$ cat config.mk
export PLATFORM = sky130hd
export DESIGN_NAME = adpcm_mixer_top
export DESIGN_NICKNAME = d
export VERILOG_FILES = /design/src/logic/adpcm_pkg.sv /design/src/logic/adpcm_decoder.sv /design/src/logic/adpcm_frame_acc.sv /design/src/logic/adpcm_interp.sv /design/src/logic/adpcm_mixer_top.sv
export VERILOG_INCLUDE_DIRS = /design/src /design/src/logic
export SDC_FILE = /design/constraint.sdc
export NUM_CORES = 1
export LEC_CHECK = 0
export CELL_PAD_IN_SITES_DETAIL_PLACEMENT = 0
export CELL_PAD_IN_SITES_GLOBAL_PLACEMENT = 1
export CORE_ASPECT_RATIO = 1.5
export CORE_MARGIN = 2
export CORE_UTILIZATION = 46
export CTS_BUF_LIST = sky130_fd_sc_hd__clkbuf_8 sky130_fd_sc_hd__clkbuf_16
export CTS_CLUSTER_SIZE = 20
export DETAILED_ROUTE_END_ITERATION = 10
export DONT_BUFFER_PORTS = 1
export GPL_ROUTABILITY_DRIVEN = 1
export HOLD_SLACK_MARGIN = 0.15
export PLACE_DENSITY = 0.85
export SYNTH_ARGS = -nofsm -noshare
export SYNTH_HDL_FRONTEND = slang
export SYNTH_SLANG_ARGS = --single-unit
$ cat constraint.sdc
create_clock -name clk -period 8.9 [get_ports clk]
set_input_delay 1.335 -clock clk [delete_from_list [all_inputs] [get_ports clk]]
set_output_delay 1.335 -clock clk [all_outputs]
set_load 0.02 [all_outputs]
$ cat src/logic/adpcm_params.svh
// Size constants for the ADPCM mixer, included by the package and every RTL file that sizes logic
`ifndef ADPCM_PARAMS_SVH
`define ADPCM_PARAMS_SVH

// time slots per frame, one per channel
`define ADPCM_CHANNELS 6

// decoded sample width, signed
`define ADPCM_PCM_W 16

// frame accumulator width, signed
`define ADPCM_ACC_W 18

// entries in the ADPCM step table
`define ADPCM_STEP_N 49

`endif

$ cat src/logic/adpcm_pkg.sv
// Shared types and lookup functions for the ADPCM mixer, referenced by scoped names
`default_nettype none
`include "adpcm_params.svh"

package adpcm_pkg;

    // host command word, code view
    typedef struct packed {
        logic       is_ctrl; // 0 for a code write
        logic [2:0] ch;
        logic       sign;    // 1 subtracts the delta
        logic [2:0] mag;
    } cmd_code_t;

    // host command word, control view
    typedef struct packed {
        logic       is_ctrl; // 1 for a control write
        logic [2:0] ch;
        logic       key_on;  // clears predictor and index
        logic [2:0] rsvd;
    } cmd_ctrl_t;

    typedef union packed {
        cmd_code_t code;
        cmd_ctrl_t ctrl;
    } cmd_u;

    // decoder to accumulator
    typedef struct packed {
        logic [$clog2(`ADPCM_CHANNELS)-1:0] ch;
        logic signed [`ADPCM_PCM_W-1:0]     pcm;
    } slot_t;

    // accumulator to interpolator
    typedef struct packed {
        logic signed [`ADPCM_ACC_W-1:0] sum;  // last full frame sum
        logic signed [`ADPCM_ACC_W-1:0] step; // about a third of the frame change
    } mix_t;

    typedef struct packed {
        logic                           frame_start;
        logic signed [`ADPCM_PCM_W-1:0] sample;
    } pcm_out_t;

    localparam logic [10:0] STEP_TAB [`ADPCM_STEP_N] = '{
        11'd16,   11'd17,   11'd19,   11'd21,   11'd23,   11'd25,   11'd28,
        11'd31,   11'd34,   11'd37,   11'd41,   11'd45,   11'd50,   11'd55,
        11'd60,   11'd66,   11'd73,   11'd80,   11'd88,   11'd97,   11'd107,
        11'd118,  11'd130,  11'd143,  11'd157,  11'd173,  11'd190,  11'd209,
        11'd230,  11'd253,  11'd279,  11'd307,  11'd337,  11'd371,  11'd408,
        11'd449,  11'd494,  11'd544,  11'd598,  11'd658,  11'd724,  11'd796,
        11'd876,  11'd963,  11'd1060, 11'd1166, 11'd1282, 11'd1411, 11'd1552
    };

    function automatic logic [10:0] step_lookup(input logic [5:0] idx);
        if (idx > 6'(`ADPCM_STEP_N - 1)) return STEP_TAB[`ADPCM_STEP_N - 1]; // top entry
        return STEP_TAB[idx];
    endfunction

    // -1 for small codes, then 2, 4, 6, 8
    function automatic logic signed [4:0] index_adjust(input logic [2:0] mag);
        if (mag < 3'd4) return -5'sd1;
        return $signed({1'b0, mag - 3'd3, 1'b0}); // (mag-3)*2
    endfunction

    // clip an accumulator-wide value into the sample range
    function automatic logic signed [`ADPCM_PCM_W-1:0] sat_pcm(
        input logic signed [`ADPCM_ACC_W-1:0] v
    );
        logic [`ADPCM_ACC_W-`ADPCM_PCM_W:0] top;
        top = v[`ADPCM_ACC_W-1:`ADPCM_PCM_W-1];                 // sign plus guard bits
        if (&top || ~|top) return v[`ADPCM_PCM_W-1:0];          // in range
        return v[`ADPCM_ACC_W-1] ? {1'b1, {(`ADPCM_PCM_W-1){1'b0}}}  // -32768
                                 : {1'b0, {(`ADPCM_PCM_W-1){1'b1}}}; // +32767
    endfunction

endpackage

`default_nettype wire

$ cat src/logic/adpcm_decoder.sv
// Time-multiplexed ADPCM decoder, serves one channel per cen and hands the sample to the mixer
`timescale 1ns/1ps
`default_nettype none
`include "adpcm_params.svh"

module adpcm_decoder (
    input  wire logic             clk,
    input  wire logic             rst_n,
    input  wire logic             cen,      // one slot per strobe
    input  wire logic             cmd_stb,
    input  wire adpcm_pkg::cmd_u  cmd,
    output logic                  slot_stb, // one clock after cen
    output adpcm_pkg::slot_t      slot
);

    localparam int CH    = `ADPCM_CHANNELS;
    localparam int PCM_W = `ADPCM_PCM_W;
    localparam int ACC_W = `ADPCM_ACC_W;
    localparam int IDX_W = $clog2(`ADPCM_STEP_N);
    localparam int CH_W  = $clog2(CH);

    logic [CH_W-1:0]         slot_cnt;      // channel served at next cen
    logic signed [PCM_W-1:0] pred [CH];     // per-channel predictor
    logic [IDX_W-1:0]        idx [CH];      // per-channel step index
    adpcm_pkg::cmd_u         pend_cmd [CH]; // last write, code or control
    logic [CH-1:0]           pend_vld;

    adpcm_pkg::cmd_u         cur;
    logic [10:0]             step;
    logic [14:0]             prod;          // (2*mag+1)*step
    logic [11:0]             delta;
    logic signed [ACC_W-1:0] pred_ext;
    logic signed [ACC_W-1:0] sum_full;
    logic signed [4:0]       adj;
    logic signed [IDX_W:0]   idx_sum;
    logic signed [PCM_W-1:0] pred_nxt;
    logic [IDX_W-1:0]        idx_nxt;

    // decode for the channel of the current slot
    always_comb begin
        cur      = pend_cmd[slot_cnt];
        step     = adpcm_pkg::step_lookup(idx[slot_cnt]);
        prod     = 15'({cur.code.mag, 1'b1}) * 15'(step);
        delta    = prod[14:3];                                   // >>3
        pred_ext = $signed({{(ACC_W-PCM_W){pred[slot_cnt][PCM_W-1]}}, pred[slot_cnt]});
        sum_full = cur.code.sign ? pred_ext - $signed(ACC_W'(delta))
                                 : pred_ext + $signed(ACC_W'(delta));
        adj      = adpcm_pkg::index_adjust(cur.code.mag);
        idx_sum  = $signed({1'b0, idx[slot_cnt]}) + adj;         // may leave 0..48
        pred_nxt = pred[slot_cnt];                               // hold by default
        idx_nxt  = idx[slot_cnt];
        if (pend_vld[slot_cnt]) begin
            if (cur.ctrl.is_ctrl) begin
                if (cur.ctrl.key_on) begin
                    pred_nxt = '0;                               // restart channel
                    idx_nxt  = '0;
                end
            end else begin
                pred_nxt = adpcm_pkg::sat_pcm(sum_full);
                if (idx_sum < 0)
                    idx_nxt = '0;                                // clamp low
                else if (idx_sum > (IDX_W+1)'(`ADPCM_STEP_N - 1))
                    idx_nxt = IDX_W'(`ADPCM_STEP_N - 1);          // clamp high
                else
                    idx_nxt = idx_sum[IDX_W-1:0];
            end
        end
    end

    always_ff @(posedge clk or negedge rst_n) begin
        if (!rst_n) begin
            slot_cnt <= '0;
            slot_stb <= 1'b0;
            slot     <= '0;
            pend_vld <= '0;
            for (int i = 0; i < CH; i++) begin
                pred[i] <= '0;
                idx[i]  <= '0;
            end
        end else begin
            slot_stb <= cen;
            if (cen) begin
                slot_cnt           <= (slot_cnt == CH_W'(CH - 1)) ? '0 : slot_cnt + 1'b1;
                slot.ch            <= slot_cnt;
                slot.pcm           <= pred_nxt;                  // value after update
                pred[slot_cnt]     <= pred_nxt;
                idx[slot_cnt]      <= idx_nxt;
                pend_vld[slot_cnt] <= 1'b0;                      // consumed
            end
            if (cmd_stb)
                pend_vld[cmd.code.ch] <= 1'b1;                   // same-cycle write wins
        end
    end

    // command payload, qualified by pend_vld
    always_ff @(posedge clk) begin
        if (cmd_stb)
            pend_cmd[cmd.code.ch] <= cmd; // replaces an older write
    end

    a_slot_range: assert property (@(posedge clk) disable iff (!rst_n)
        slot_cnt <= CH_W'(CH - 1));

    a_cmd_ch_range: assert property (@(posedge clk) disable iff (!rst_n)
        cmd_stb |-> cmd.code.ch <= CH_W'(CH - 1));

endmodule

`default_nettype wire

$ cat src/logic/adpcm_frame_acc.sv
// Frame accumulator, sums the channel samples and latches frame sum and interpolation step
`timescale 1ns/1ps
`default_nettype none
`include "adpcm_params.svh"

module adpcm_frame_acc (
    input  wire logic              clk,
    input  wire logic              rst_n,
    input  wire logic              slot_stb,
    input  wire adpcm_pkg::slot_t  slot,
    output logic                   frame_stb, // after channel 0
    output logic                   sub_stb,   // after channels 1..5
    output adpcm_pkg::mix_t        mix
);

    localparam int CH    = `ADPCM_CHANNELS;
    localparam int PCM_W = `ADPCM_PCM_W;
    localparam int ACC_W = `ADPCM_ACC_W;
    localparam int CH_W  = $clog2(CH);

    logic signed [ACC_W-1:0]   pcm_ext;
    logic signed [ACC_W-1:0]   acc, last, step;
    logic signed [ACC_W-1:0]   diff;
    logic signed [ACC_W+4:0]   diff_ext, step_full; // room for x43
    logic [CH_W-1:0]           prev_ch;
    logic                      ch0;

    assign ch0     = (slot.ch == '0);
    assign pcm_ext = $signed({{(ACC_W-PCM_W){slot.pcm[PCM_W-1]}}, slot.pcm});

    // step = diff * (1/4 + 1/16 + 1/64 + 1/128)
    always_comb begin
        diff      = acc - last;                           // new sum minus old
        diff_ext  = $signed({{5{diff[ACC_W-1]}}, diff});
        step_full = diff_ext + (diff_ext <<< 1) + (diff_ext <<< 3) + (diff_ext <<< 5);
    end

    always_ff @(posedge clk or negedge rst_n) begin
        if (!rst_n) begin
            acc       <= '0;
            last      <= '0;
            step      <= '0;
            frame_stb <= 1'b0;
            sub_stb   <= 1'b0;
            prev_ch   <= CH_W'(CH - 1); // first slot is channel 0
        end else begin
            frame_stb <= slot_stb && ch0;
            sub_stb   <= slot_stb && !ch0;
            if (slot_stb) begin
                prev_ch <= slot.ch;
                acc     <= ch0 ? pcm_ext : acc + pcm_ext; // restart at channel 0
                if (ch0) begin
                    last <= acc;                          // full previous frame
                    step <= ACC_W'(step_full >>> 7);
                end
            end
        end
    end

    assign mix.sum  = last;
    assign mix.step = step;

    a_frame_order: assert property (@(posedge clk) disable iff (!rst_n)
        slot_stb && ch0 |-> prev_ch == CH_W'(CH - 1));

endmodule

`default_nettype wire

$ cat src/logic/adpcm_interp.sv
// Interpolator, outputs three saturated samples per frame stepping up from the frame sum
`timescale 1ns/1ps
`default_nettype none
`include "adpcm_params.svh"

module adpcm_interp (
    input  wire logic             clk,
    input  wire logic             rst_n,
    input  wire logic             frame_stb,
    input  wire logic             sub_stb,
    input  wire adpcm_pkg::mix_t  mix,
    output logic                  out_stb,   // one clock after trigger
    output adpcm_pkg::pcm_out_t   pcm
);

    localparam int ACC_W = `ADPCM_ACC_W;
    localparam int CH_W  = $clog2(`ADPCM_CHANNELS);

    logic signed [ACC_W-1:0] run;      // running interpolated value
    logic signed [ACC_W-1:0] run_nxt;
    logic [CH_W-1:0]         sub_cnt;  // sub_stb seen since frame_stb
    logic [CH_W-1:0]         sub_nxt;
    logic                    emit_sub; // slots 2 and 4

    assign run_nxt  = run + mix.step;
    assign sub_nxt  = sub_cnt + 1'b1;
    assign emit_sub = sub_stb && (sub_nxt == CH_W'(2) || sub_nxt == CH_W'(4));

    always_ff @(posedge clk or negedge rst_n) begin
        if (!rst_n) begin
            run     <= '0;
            sub_cnt <= '0;
            out_stb <= 1'b0;
            pcm     <= '0;
        end else begin
            out_stb <= frame_stb || emit_sub;
            if (frame_stb) begin
                run             <= mix.sum;
                sub_cnt         <= '0;           // restart count
                pcm.frame_start <= 1'b1;
                pcm.sample      <= adpcm_pkg::sat_pcm(mix.sum);
            end else if (sub_stb) begin
                sub_cnt <= sub_nxt;
                if (emit_sub) begin
                    run             <= run_nxt;  // one step further
                    pcm.frame_start <= 1'b0;
                    pcm.sample      <= adpcm_pkg::sat_pcm(run_nxt);
                end
            end
        end
    end

    a_stb_exclusive: assert property (@(posedge clk) disable iff (!rst_n)
        !(frame_stb && sub_stb));

endmodule

`default_nettype wire

$ cat src/logic/adpcm_mixer_top.sv
// Top level of the six-channel ADPCM mixer, decoder into accumulator into interpolator
`timescale 1ns/1ps
`default_nettype none

module adpcm_mixer_top (
    input  wire logic             clk,
    input  wire logic             rst_n,
    input  wire logic             cen,     // slot strobe
    input  wire logic             cmd_stb, // host write strobe
    input  wire adpcm_pkg::cmd_u  cmd,
    output logic                  out_stb,
    output adpcm_pkg::pcm_out_t   pcm
);

    logic             slot_stb;
    adpcm_pkg::slot_t slot;      // channel and decoded sample
    logic             frame_stb;
    logic             sub_stb;
    adpcm_pkg::mix_t  mix;       // frame sum and step

    adpcm_decoder i_adpcm_decoder (
        .clk      (clk),
        .rst_n    (rst_n),
        .cen      (cen),
        .cmd_stb  (cmd_stb),
        .cmd      (cmd),
        .slot_stb (slot_stb),
        .slot     (slot)
    );

    adpcm_frame_acc i_adpcm_frame_acc (
        .clk       (clk),
        .rst_n     (rst_n),
        .slot_stb  (slot_stb),
        .slot      (slot),
        .frame_stb (frame_stb),
        .sub_stb   (sub_stb),
        .mix       (mix)
    );

    adpcm_interp i_adpcm_interp (
        .clk       (clk),
        .rst_n     (rst_n),
        .frame_stb (frame_stb),
        .sub_stb   (sub_stb),
        .mix       (mix),
        .out_stb   (out_stb),
        .pcm       (pcm)
    );

endmodule

`default_nettype wire

Word-level counts from Yosys, hierarchy flattened:

Memories as Yosys holds them, arrays and structs flattened.
Index checks and enable logic that the tools add are counted.

* RAM bits: 48
* word-level logic and storage cells: 154
* output and inout bits: 18
* memories kept: 2
* bits in read-only memories: 704
* flip-flop bits (word level): 254
* input port bits: 12

* multiply operators: 1
* bitwise operators: 5
* $add $sub $neg: 12
* $lt $le $gt $ge: 11
* eq/ne operators: 3
* muxes and demuxes: 67
* reductions and logical operators: 26

Memories
* (no name shown): depth 64, width 11, rd ports 1, clocked after memory_dff 0, wr ports 0, line adpcm_pkg.sv:57 `return STEP_TAB[idx];`
* i_adpcm_decoder.pend_cmd: depth 6, width 8, rd ports 1, clocked after memory_dff 0, wr ports 1, line adpcm_decoder.sv:25 `adpcm_pkg::cmd_u pend_cmd [CH];`

Operators by type and width (count)
* 16-bit 2-to-1 mux: 15
* 96-bit bitwise mux: 1
* 18-bit 2-to-1 mux: 5
* 6-bit 2-to-1 mux: 10
* 17-bit 2-to-1 mux: 3
* 16-bit binary-select mux with 3-bit select: 1
* 16-bit demux with 3-bit select: 1
* 11-bit 2-to-1 mux: 4
* 18-bit by 16-bit adder with 18-bit output: 2
* 36-bit bitwise mux: 1
* 23-bit adder: 1
* 20-bit by 21-bit adder with 22-bit output: 1
* 18-bit by 19-bit adder with 20-bit output: 1
* 6-bit binary-select mux with 3-bit select: 1
* 6-bit demux with 3-bit select: 1
* 18-bit subtractor: 1
* 16-bit by 13-bit adder with 17-bit output: 1
* 16-bit by 13-bit subtractor with 17-bit output: 1
* 1-bit 2-to-1 mux: 16
* 4-bit by 11-bit multiplier with 15-bit output: 1
* 5-bit 2-to-1 mux: 2
* 3-bit 2-to-1 mux: 3
* 3-bit AND reduction: 3
* 3-bit OR reduction: 3
* other kinds (27): 46

Depth between registers and ports, before layout:

* depth in word-level cells: 22
* gate-level depth with buffers: 45
* gate-level depth less buffers: 41

Hierarchy:

Synthesis repeated with hierarchy kept, for this count alone.

* cells, all modules: 2234
* area, all modules: 20086.8 µm²

Modules (own cells, without submodules)
* adpcm_decoder: sequential area each 4929.7 µm², instances 1, cells each 1270, area each 11917.7 µm²
* adpcm_frame_acc: sequential area each 1351.3 µm², instances 1, cells each 635, area each 5416.4 µm²
* adpcm_interp: sequential area each 975.9 µm², instances 1, cells each 329, area each 2752.6 µm²

Worst setup path after synthesis:

Ideal clock, no wire load.

* path type: reg2reg
* from: reg i_adpcm_decoder.slot_cnt[0]
* to: reg i_adpcm_decoder.slot[11] (netlist name)
* arrival time: 9.371 ns
* path buffers: 8
* stages on the path, launching flop included: 40
* library setup time: 0.137 ns
* setup slack: -0.608 ns
* data required time: 8.763 ns
* clock period less this slack: 9.508 ns
* cells stage by stage: dfrtp_1 buf_4 buf_6 buf_6 buf_1 buf_1 clkbuf_1 clkbuf_1 mux2_2 a21oi_1 inv_1 nand2_1 fa_1 inv_1 fa_1 ha_1 o21a_1 o21ai_0 (+4 left out) o211ai_2 and2_1 nand2_1 o21ai_0 xor2_1 ha_1 and3_1 a31oi_1 a21oi_1 a211o_1 a21oi_1 xor2_1 or3_1 mux2i_1 nor4b_4 buf_6 a22oi_2 a21oi_1

* word-level cells in the longest chain between the ends: 21
* elaborated cells between the ends (all ways): 34
* classes of those cells: 2 x add/sub; 1 x mul; 1 x order compare; 22 x mux; 2 x bitwise; 4 x reduce/logical; 2 x memory

Ends and longest elaborated chain
* from (decl): line adpcm_decoder.sv:22 `logic [CH_W-1:0] slot_cnt;`
* from (signal assigned): line adpcm_decoder.sv:83 `slot_cnt <= (slot_cnt == CH_W'(CH - 1)) ? '0 : slot_cnt + 1'b1;`
* 3-bit NOT with 4-bit output (implied by the code): line adpcm_decoder.sv:42, adpcm_decoder.sv:45, adpcm_decoder.sv:50
* 6-bit binary-select mux with 3-bit select: line adpcm_decoder.sv:42 `step = adpcm_pkg::step_lookup(idx[slot_cnt]);`
* 6-bit 2-to-1 mux (implied by the code) (2 in series): line adpcm_decoder.sv:42
* 6-bit NOT with 7-bit output (implied by the code): line adpcm_pkg.sv:57
* memory 64 x 11 bit
* 11-bit 2-to-1 mux (implied by the code) (2 in series): line adpcm_pkg.sv:57
* 11-bit 2-to-1 mux: line adpcm_pkg.sv:57
* 4-bit by 11-bit multiplier with 15-bit output: line adpcm_decoder.sv:43 `prod = 15'({cur.code.mag, 1'b1}) * 15'(step);`
* (+3 left out)
* 1-bit logical NOT: line adpcm_pkg.sv:72 `` if (&top || ~|top) return v[`ADPCM_PCM_W-1:0]; ``
* 1-bit logical OR: line adpcm_pkg.sv:72
* 1-bit 2-to-1 mux: line adpcm_pkg.sv:72
* 1-bit 2-to-1 mux: line adpcm_decoder.sv:53 `if (cur.ctrl.is_ctrl) begin`
* 1-bit 2-to-1 mux: line adpcm_decoder.sv:52 `if (pend_vld[slot_cnt]) begin`
* 16-bit 2-to-1 mux: line adpcm_pkg.sv:73 `` return v[`ADPCM_ACC_W-1] ? {1'b1, {(`ADPCM_PCM_W-1){1'b0}}} ``
* 16-bit 2-to-1 mux: line adpcm_decoder.sv:53
* 16-bit 2-to-1 mux (*): line adpcm_decoder.sv:52

Every way passes the cells marked *; elsewhere a longest branch is shown, timed or not. The select of a mux whose other input is x is not followed.
A chain may end at the register's enable or synchronous reset.

Worst setup path in the final report:

* from: reg i_adpcm_decoder.slot_cnt[0]
* to: reg i_adpcm_decoder.pred[66] (netlist bit)

* word-level cells in the longest chain between the ends: 22
* elaborated cells between the ends (all ways): 40
* classes of those cells: 2 x add/sub; 1 x mul; 3 x order compare; 25 x mux; 2 x bitwise; 5 x reduce/logical; 2 x memory

Ends and longest elaborated chain
* 3-bit NOT with 4-bit output (implied by the code)
* 6-bit binary-select mux with 3-bit select: line adpcm_decoder.sv:42
* 6-bit 2-to-1 mux (implied by the code) (2 in series): line adpcm_decoder.sv:42
* 6-bit NOT with 7-bit output (implied by the code): line adpcm_pkg.sv:57
* memory 64 x 11 bit
* 11-bit 2-to-1 mux (implied by the code) (2 in series): line adpcm_pkg.sv:57
* 11-bit 2-to-1 mux: line adpcm_pkg.sv:57
* 4-bit by 11-bit multiplier with 15-bit output: line adpcm_decoder.sv:43
* (+4 left out)
* 1-bit logical OR: line adpcm_pkg.sv:72
* 1-bit 2-to-1 mux: line adpcm_pkg.sv:72
* 1-bit 2-to-1 mux: line adpcm_decoder.sv:53
* 1-bit 2-to-1 mux: line adpcm_decoder.sv:52
* 16-bit 2-to-1 mux: line adpcm_pkg.sv:73
* 16-bit 2-to-1 mux: line adpcm_decoder.sv:53
* 16-bit 2-to-1 mux: line adpcm_decoder.sv:52
* 96-bit bitwise mux (*): line adpcm_decoder.sv:86 `pred[slot_cnt] <= pred_nxt;`
* to (signal, indexed assignment): line adpcm_decoder.sv:86
* to (decl): line adpcm_decoder.sv:23 `logic signed [PCM_W-1:0] pred [CH];`

Marked as above.

==> impl_results.md <==
* Status: completed
* Crit end category: register
* CTS tree: yes
* Flops & latches, synth at 284
* First-pass GRT wire length at 76.9 mm
* Pre-Repair DR Iteration Count at 5
* Vias/cell at 5.56
* Hold Vio Cnt, Final at 0
* Seq/Total Area, Yosys at 37.9%
* Top Ports at 30
* Crit-path max FO at 8
* Post-route ant nets at 0
* First DRT Iteration DRCs at 596
* Initial antenna violation count at 0
* Largest net degree at the start of global routing at 255
* Fin area at 22,000 µm²
* Critical path arrival at 8.94 ns
* Remaining global-route overflow at 0
* FP Rows at 91
* Startpoint types: register
* Area grow syn2layout at 14.7%
* Distinct cell type count after synthesis at 91
* CTS sink cnt at 284
* Post-layout util at 53.4%
* Worst-path clk slew at 0.06 ns
* Final Max Tran Viols at 0
* Netlist Area Pre-Place at 19,100 µm²
* Width of the die at 171 µm
* Mean area per synthesized cell at 9.07 µm²
* CTS Hold Bufs at 0
* Clk Latency, worst-skew pair at 0.60 ns
* Post-synth EDFFs at 30
* Crit-path max cell delay at 0.53 ns
* Hold/Removal Path Class: in2async
* # setup viols final at 0
* H-tree depth at 1
* Pre-CTS setup slack at -0.426 ns
* Die Area at 43,300 µm²
* Area post-placement at 20,400 µm²
* DR vias at 15,401
* Fin worst setup slack at 0.377 ns
* Post-Route WL at 46.9 mm
* CTS root buf: clkbuf_16
* Num CTS Buffers at 30
* Final worst path period share at 95.8%
* DIE HEIGHT at 254 µm
* Clk_skew at 0.0432 ns
* Synth Warn # at 0
* Clock tree buffer depth at 3
* DR WL/cell at 16.9 µm
* Layout cells sized above 1 at 14.4%
* Final Wtd Congestion at 0.913
* Cell taking the most area after synthesis: dfrtp_1
* Post-detail-place hpwl at 34.3 mm
* Hold_ws at 0.478 ns
* Final worst path period need at 8.52 ns
* Port Buffer Count at 0
* Max Cap Violations at 0
* Fmax at 117 MHz
* Vias in the first global route at 15,776
* Slowest cell on crit path: dfrtp_4
* Most frequent cell after synthesis: nand2_1
* Worst EP required at 9.32 ns
* Starting Density at 46.6%
* Post-Syn Nets at 2,296
* ANT cells at 0
* Core ar. at 41,100 µm²
* Worst Path Class, Setup: reg2reg
* Most numerous cell on the critical path: buf_4
* Nets at 2,376
* Post-synth ARST share at 89.4%
* Worst-Margin Slew at 1.14 ns
* Cell count after synthesis at 2,111
* Area share of the largest cell type after synthesis at 33.2%
* DRC violations left at 0
* GRT Util Overall at 21.9%
* Filler cells at 3,770
* Top cells by count, synth: nand2_1 (287), dfrtp_1 (254), o21ai_0 (200), nor2_1 (180), a21oi_1 (136)
* Top post-synthesis cells by area: dfrtp_1 (33%), ha_1 (8.8%), nand2_1 (5.6%)
* Slew HR at 24.0%
* Top_reg_cell synth: dfrtp_1
metal layers:
layer | track usage, % | share of wire (%)
met1 | 23.8 | 38
met2 | 42.9 | 55
met3 | 2.41 | 3.0
met4 | 8.01 | 3.5
met5 | 0 | 0
worst paths after layout:
path | endpoint | slack, ns | startpoint | depth (start not counted)
setup / recovery | i_adpcm_decoder.pred[66] | 0.38 | i_adpcm_decoder.slot_cnt[0] | 39
hold / removal | i_adpcm_interp.pcm[7] | 0.48 | rst_n | 0
setup reg to reg | i_adpcm_decoder.pred[66] | 0.38 | i_adpcm_decoder.slot_cnt[0] | 39
hold reg to reg | i_adpcm_decoder.pred[84] | 0.48 | i_adpcm_decoder.pred[84] | 2
max in group asynchronous | i_adpcm_decoder.slot_cnt[0] | 7.46 | rst_n | 0
min in group clk | i_adpcm_decoder.pred[84] | 0.48 | i_adpcm_decoder.pred[84] | 2
cell usage in the layout, fill, tap and decap left out, drive strengths merged, types with 8 or more instances in the layout:
master and count:
and2 8, dfrtp 254, a21oi 138, mux2i 61
clkinvlp 9, o211ai 10, nor3 43, or3 8
a31oi 18, a21o 31, a211oi 17, a22oi 26
xnor2 70, mux4 19, inv 125, clkbuf 33
o21bai 15, nor2 181, nor2b 16, nand3 31
nand2b 21, fa 38, xor2 33, a21boi 12
o21ai 262, or2 11, o31ai 8, o21a 14
nand2 287, edfxtp 30, ha 135, o22ai 9
buf 142
state kept, by name (all words and copies together) (netlist names):
register and count:
i_adpcm_decoder.idx 36, i_adpcm_decoder.pend_cmd 30, i_adpcm_decoder.pend_vld 6, i_adpcm_decoder.pred 96, i_adpcm_decoder.slot 19, i_adpcm_decoder.slot_cnt 3, i_adpcm_decoder.slot_stb 1, i_adpcm_frame_acc.acc 18
i_adpcm_frame_acc.frame_stb 1, i_adpcm_frame_acc.last 18, i_adpcm_frame_acc.step 16, i_adpcm_frame_acc.sub_stb 1, i_adpcm_interp.out_stb 1, i_adpcm_interp.pcm 17, i_adpcm_interp.run 18, i_adpcm_interp.sub_cnt 3
worst max-delay path, delay by kind of cell, from the launching register on:
kind | cells | cell delay [ns]
AOI/OAI and AO/OA | 13 | 2.22
and+or+nand+nor | 11 | 2.22
xor gates and xnor gates | 2 | 0.26
buffers and inverters | 6 | 0.86
adders and majority gates | 5 | 1.88
DFF | 1 | 0.53
muxes | 2 | 0.40
layout make-up:
type	count	area [µm²]	share of cell area, %
inverters	121	457	2.08
flip-flops and latches	284	7260	33.1
clock inverters	22	241	1.10
repair buffers	142	1130	5.14
well taps	558	698	3.18
multi-input cells	1612	11400	51.8
clock buffers	33	792	3.61
kinds of logic (layout without fill, tap and decap cells):
logic type / Yosys count / in the layout / synth area share (%)
xor+xnor: 104 / 104 / 4.83
fa+ha+maj: 175 / 175 / 12.9
buf+inv: 215 / 318 / 4.45
compound gates: 613 / 613 / 19.5
simple gates: 633 / 633 / 14.5
mux: 87 / 87 / 5.86
flops: 284 / 284 / 37.9
what timing repair did:
| action | in CTS | in global routing |
|---|---|---|
| pin swaps | 3 | 40 |
| gates resized for setup | 3 | 93 |
| cloned | 0 | 1 |
| setup endpoints to repair | 105 | 112 |
| buffers inserted | 4 | 19 |
through the flow:
stage | setup TNS (ns) | instances
finish | 0 | 2772
global route | -2.33 | 2772
CTS | 0 | 2753
detailed placement | -29.03 | 2694
global placement | -18.98 | 2694
floorplan | 0 | 2111
Power is not shown: default switching activity piles up to over one toggle a cycle in this logic, so the estimate is an artifact.
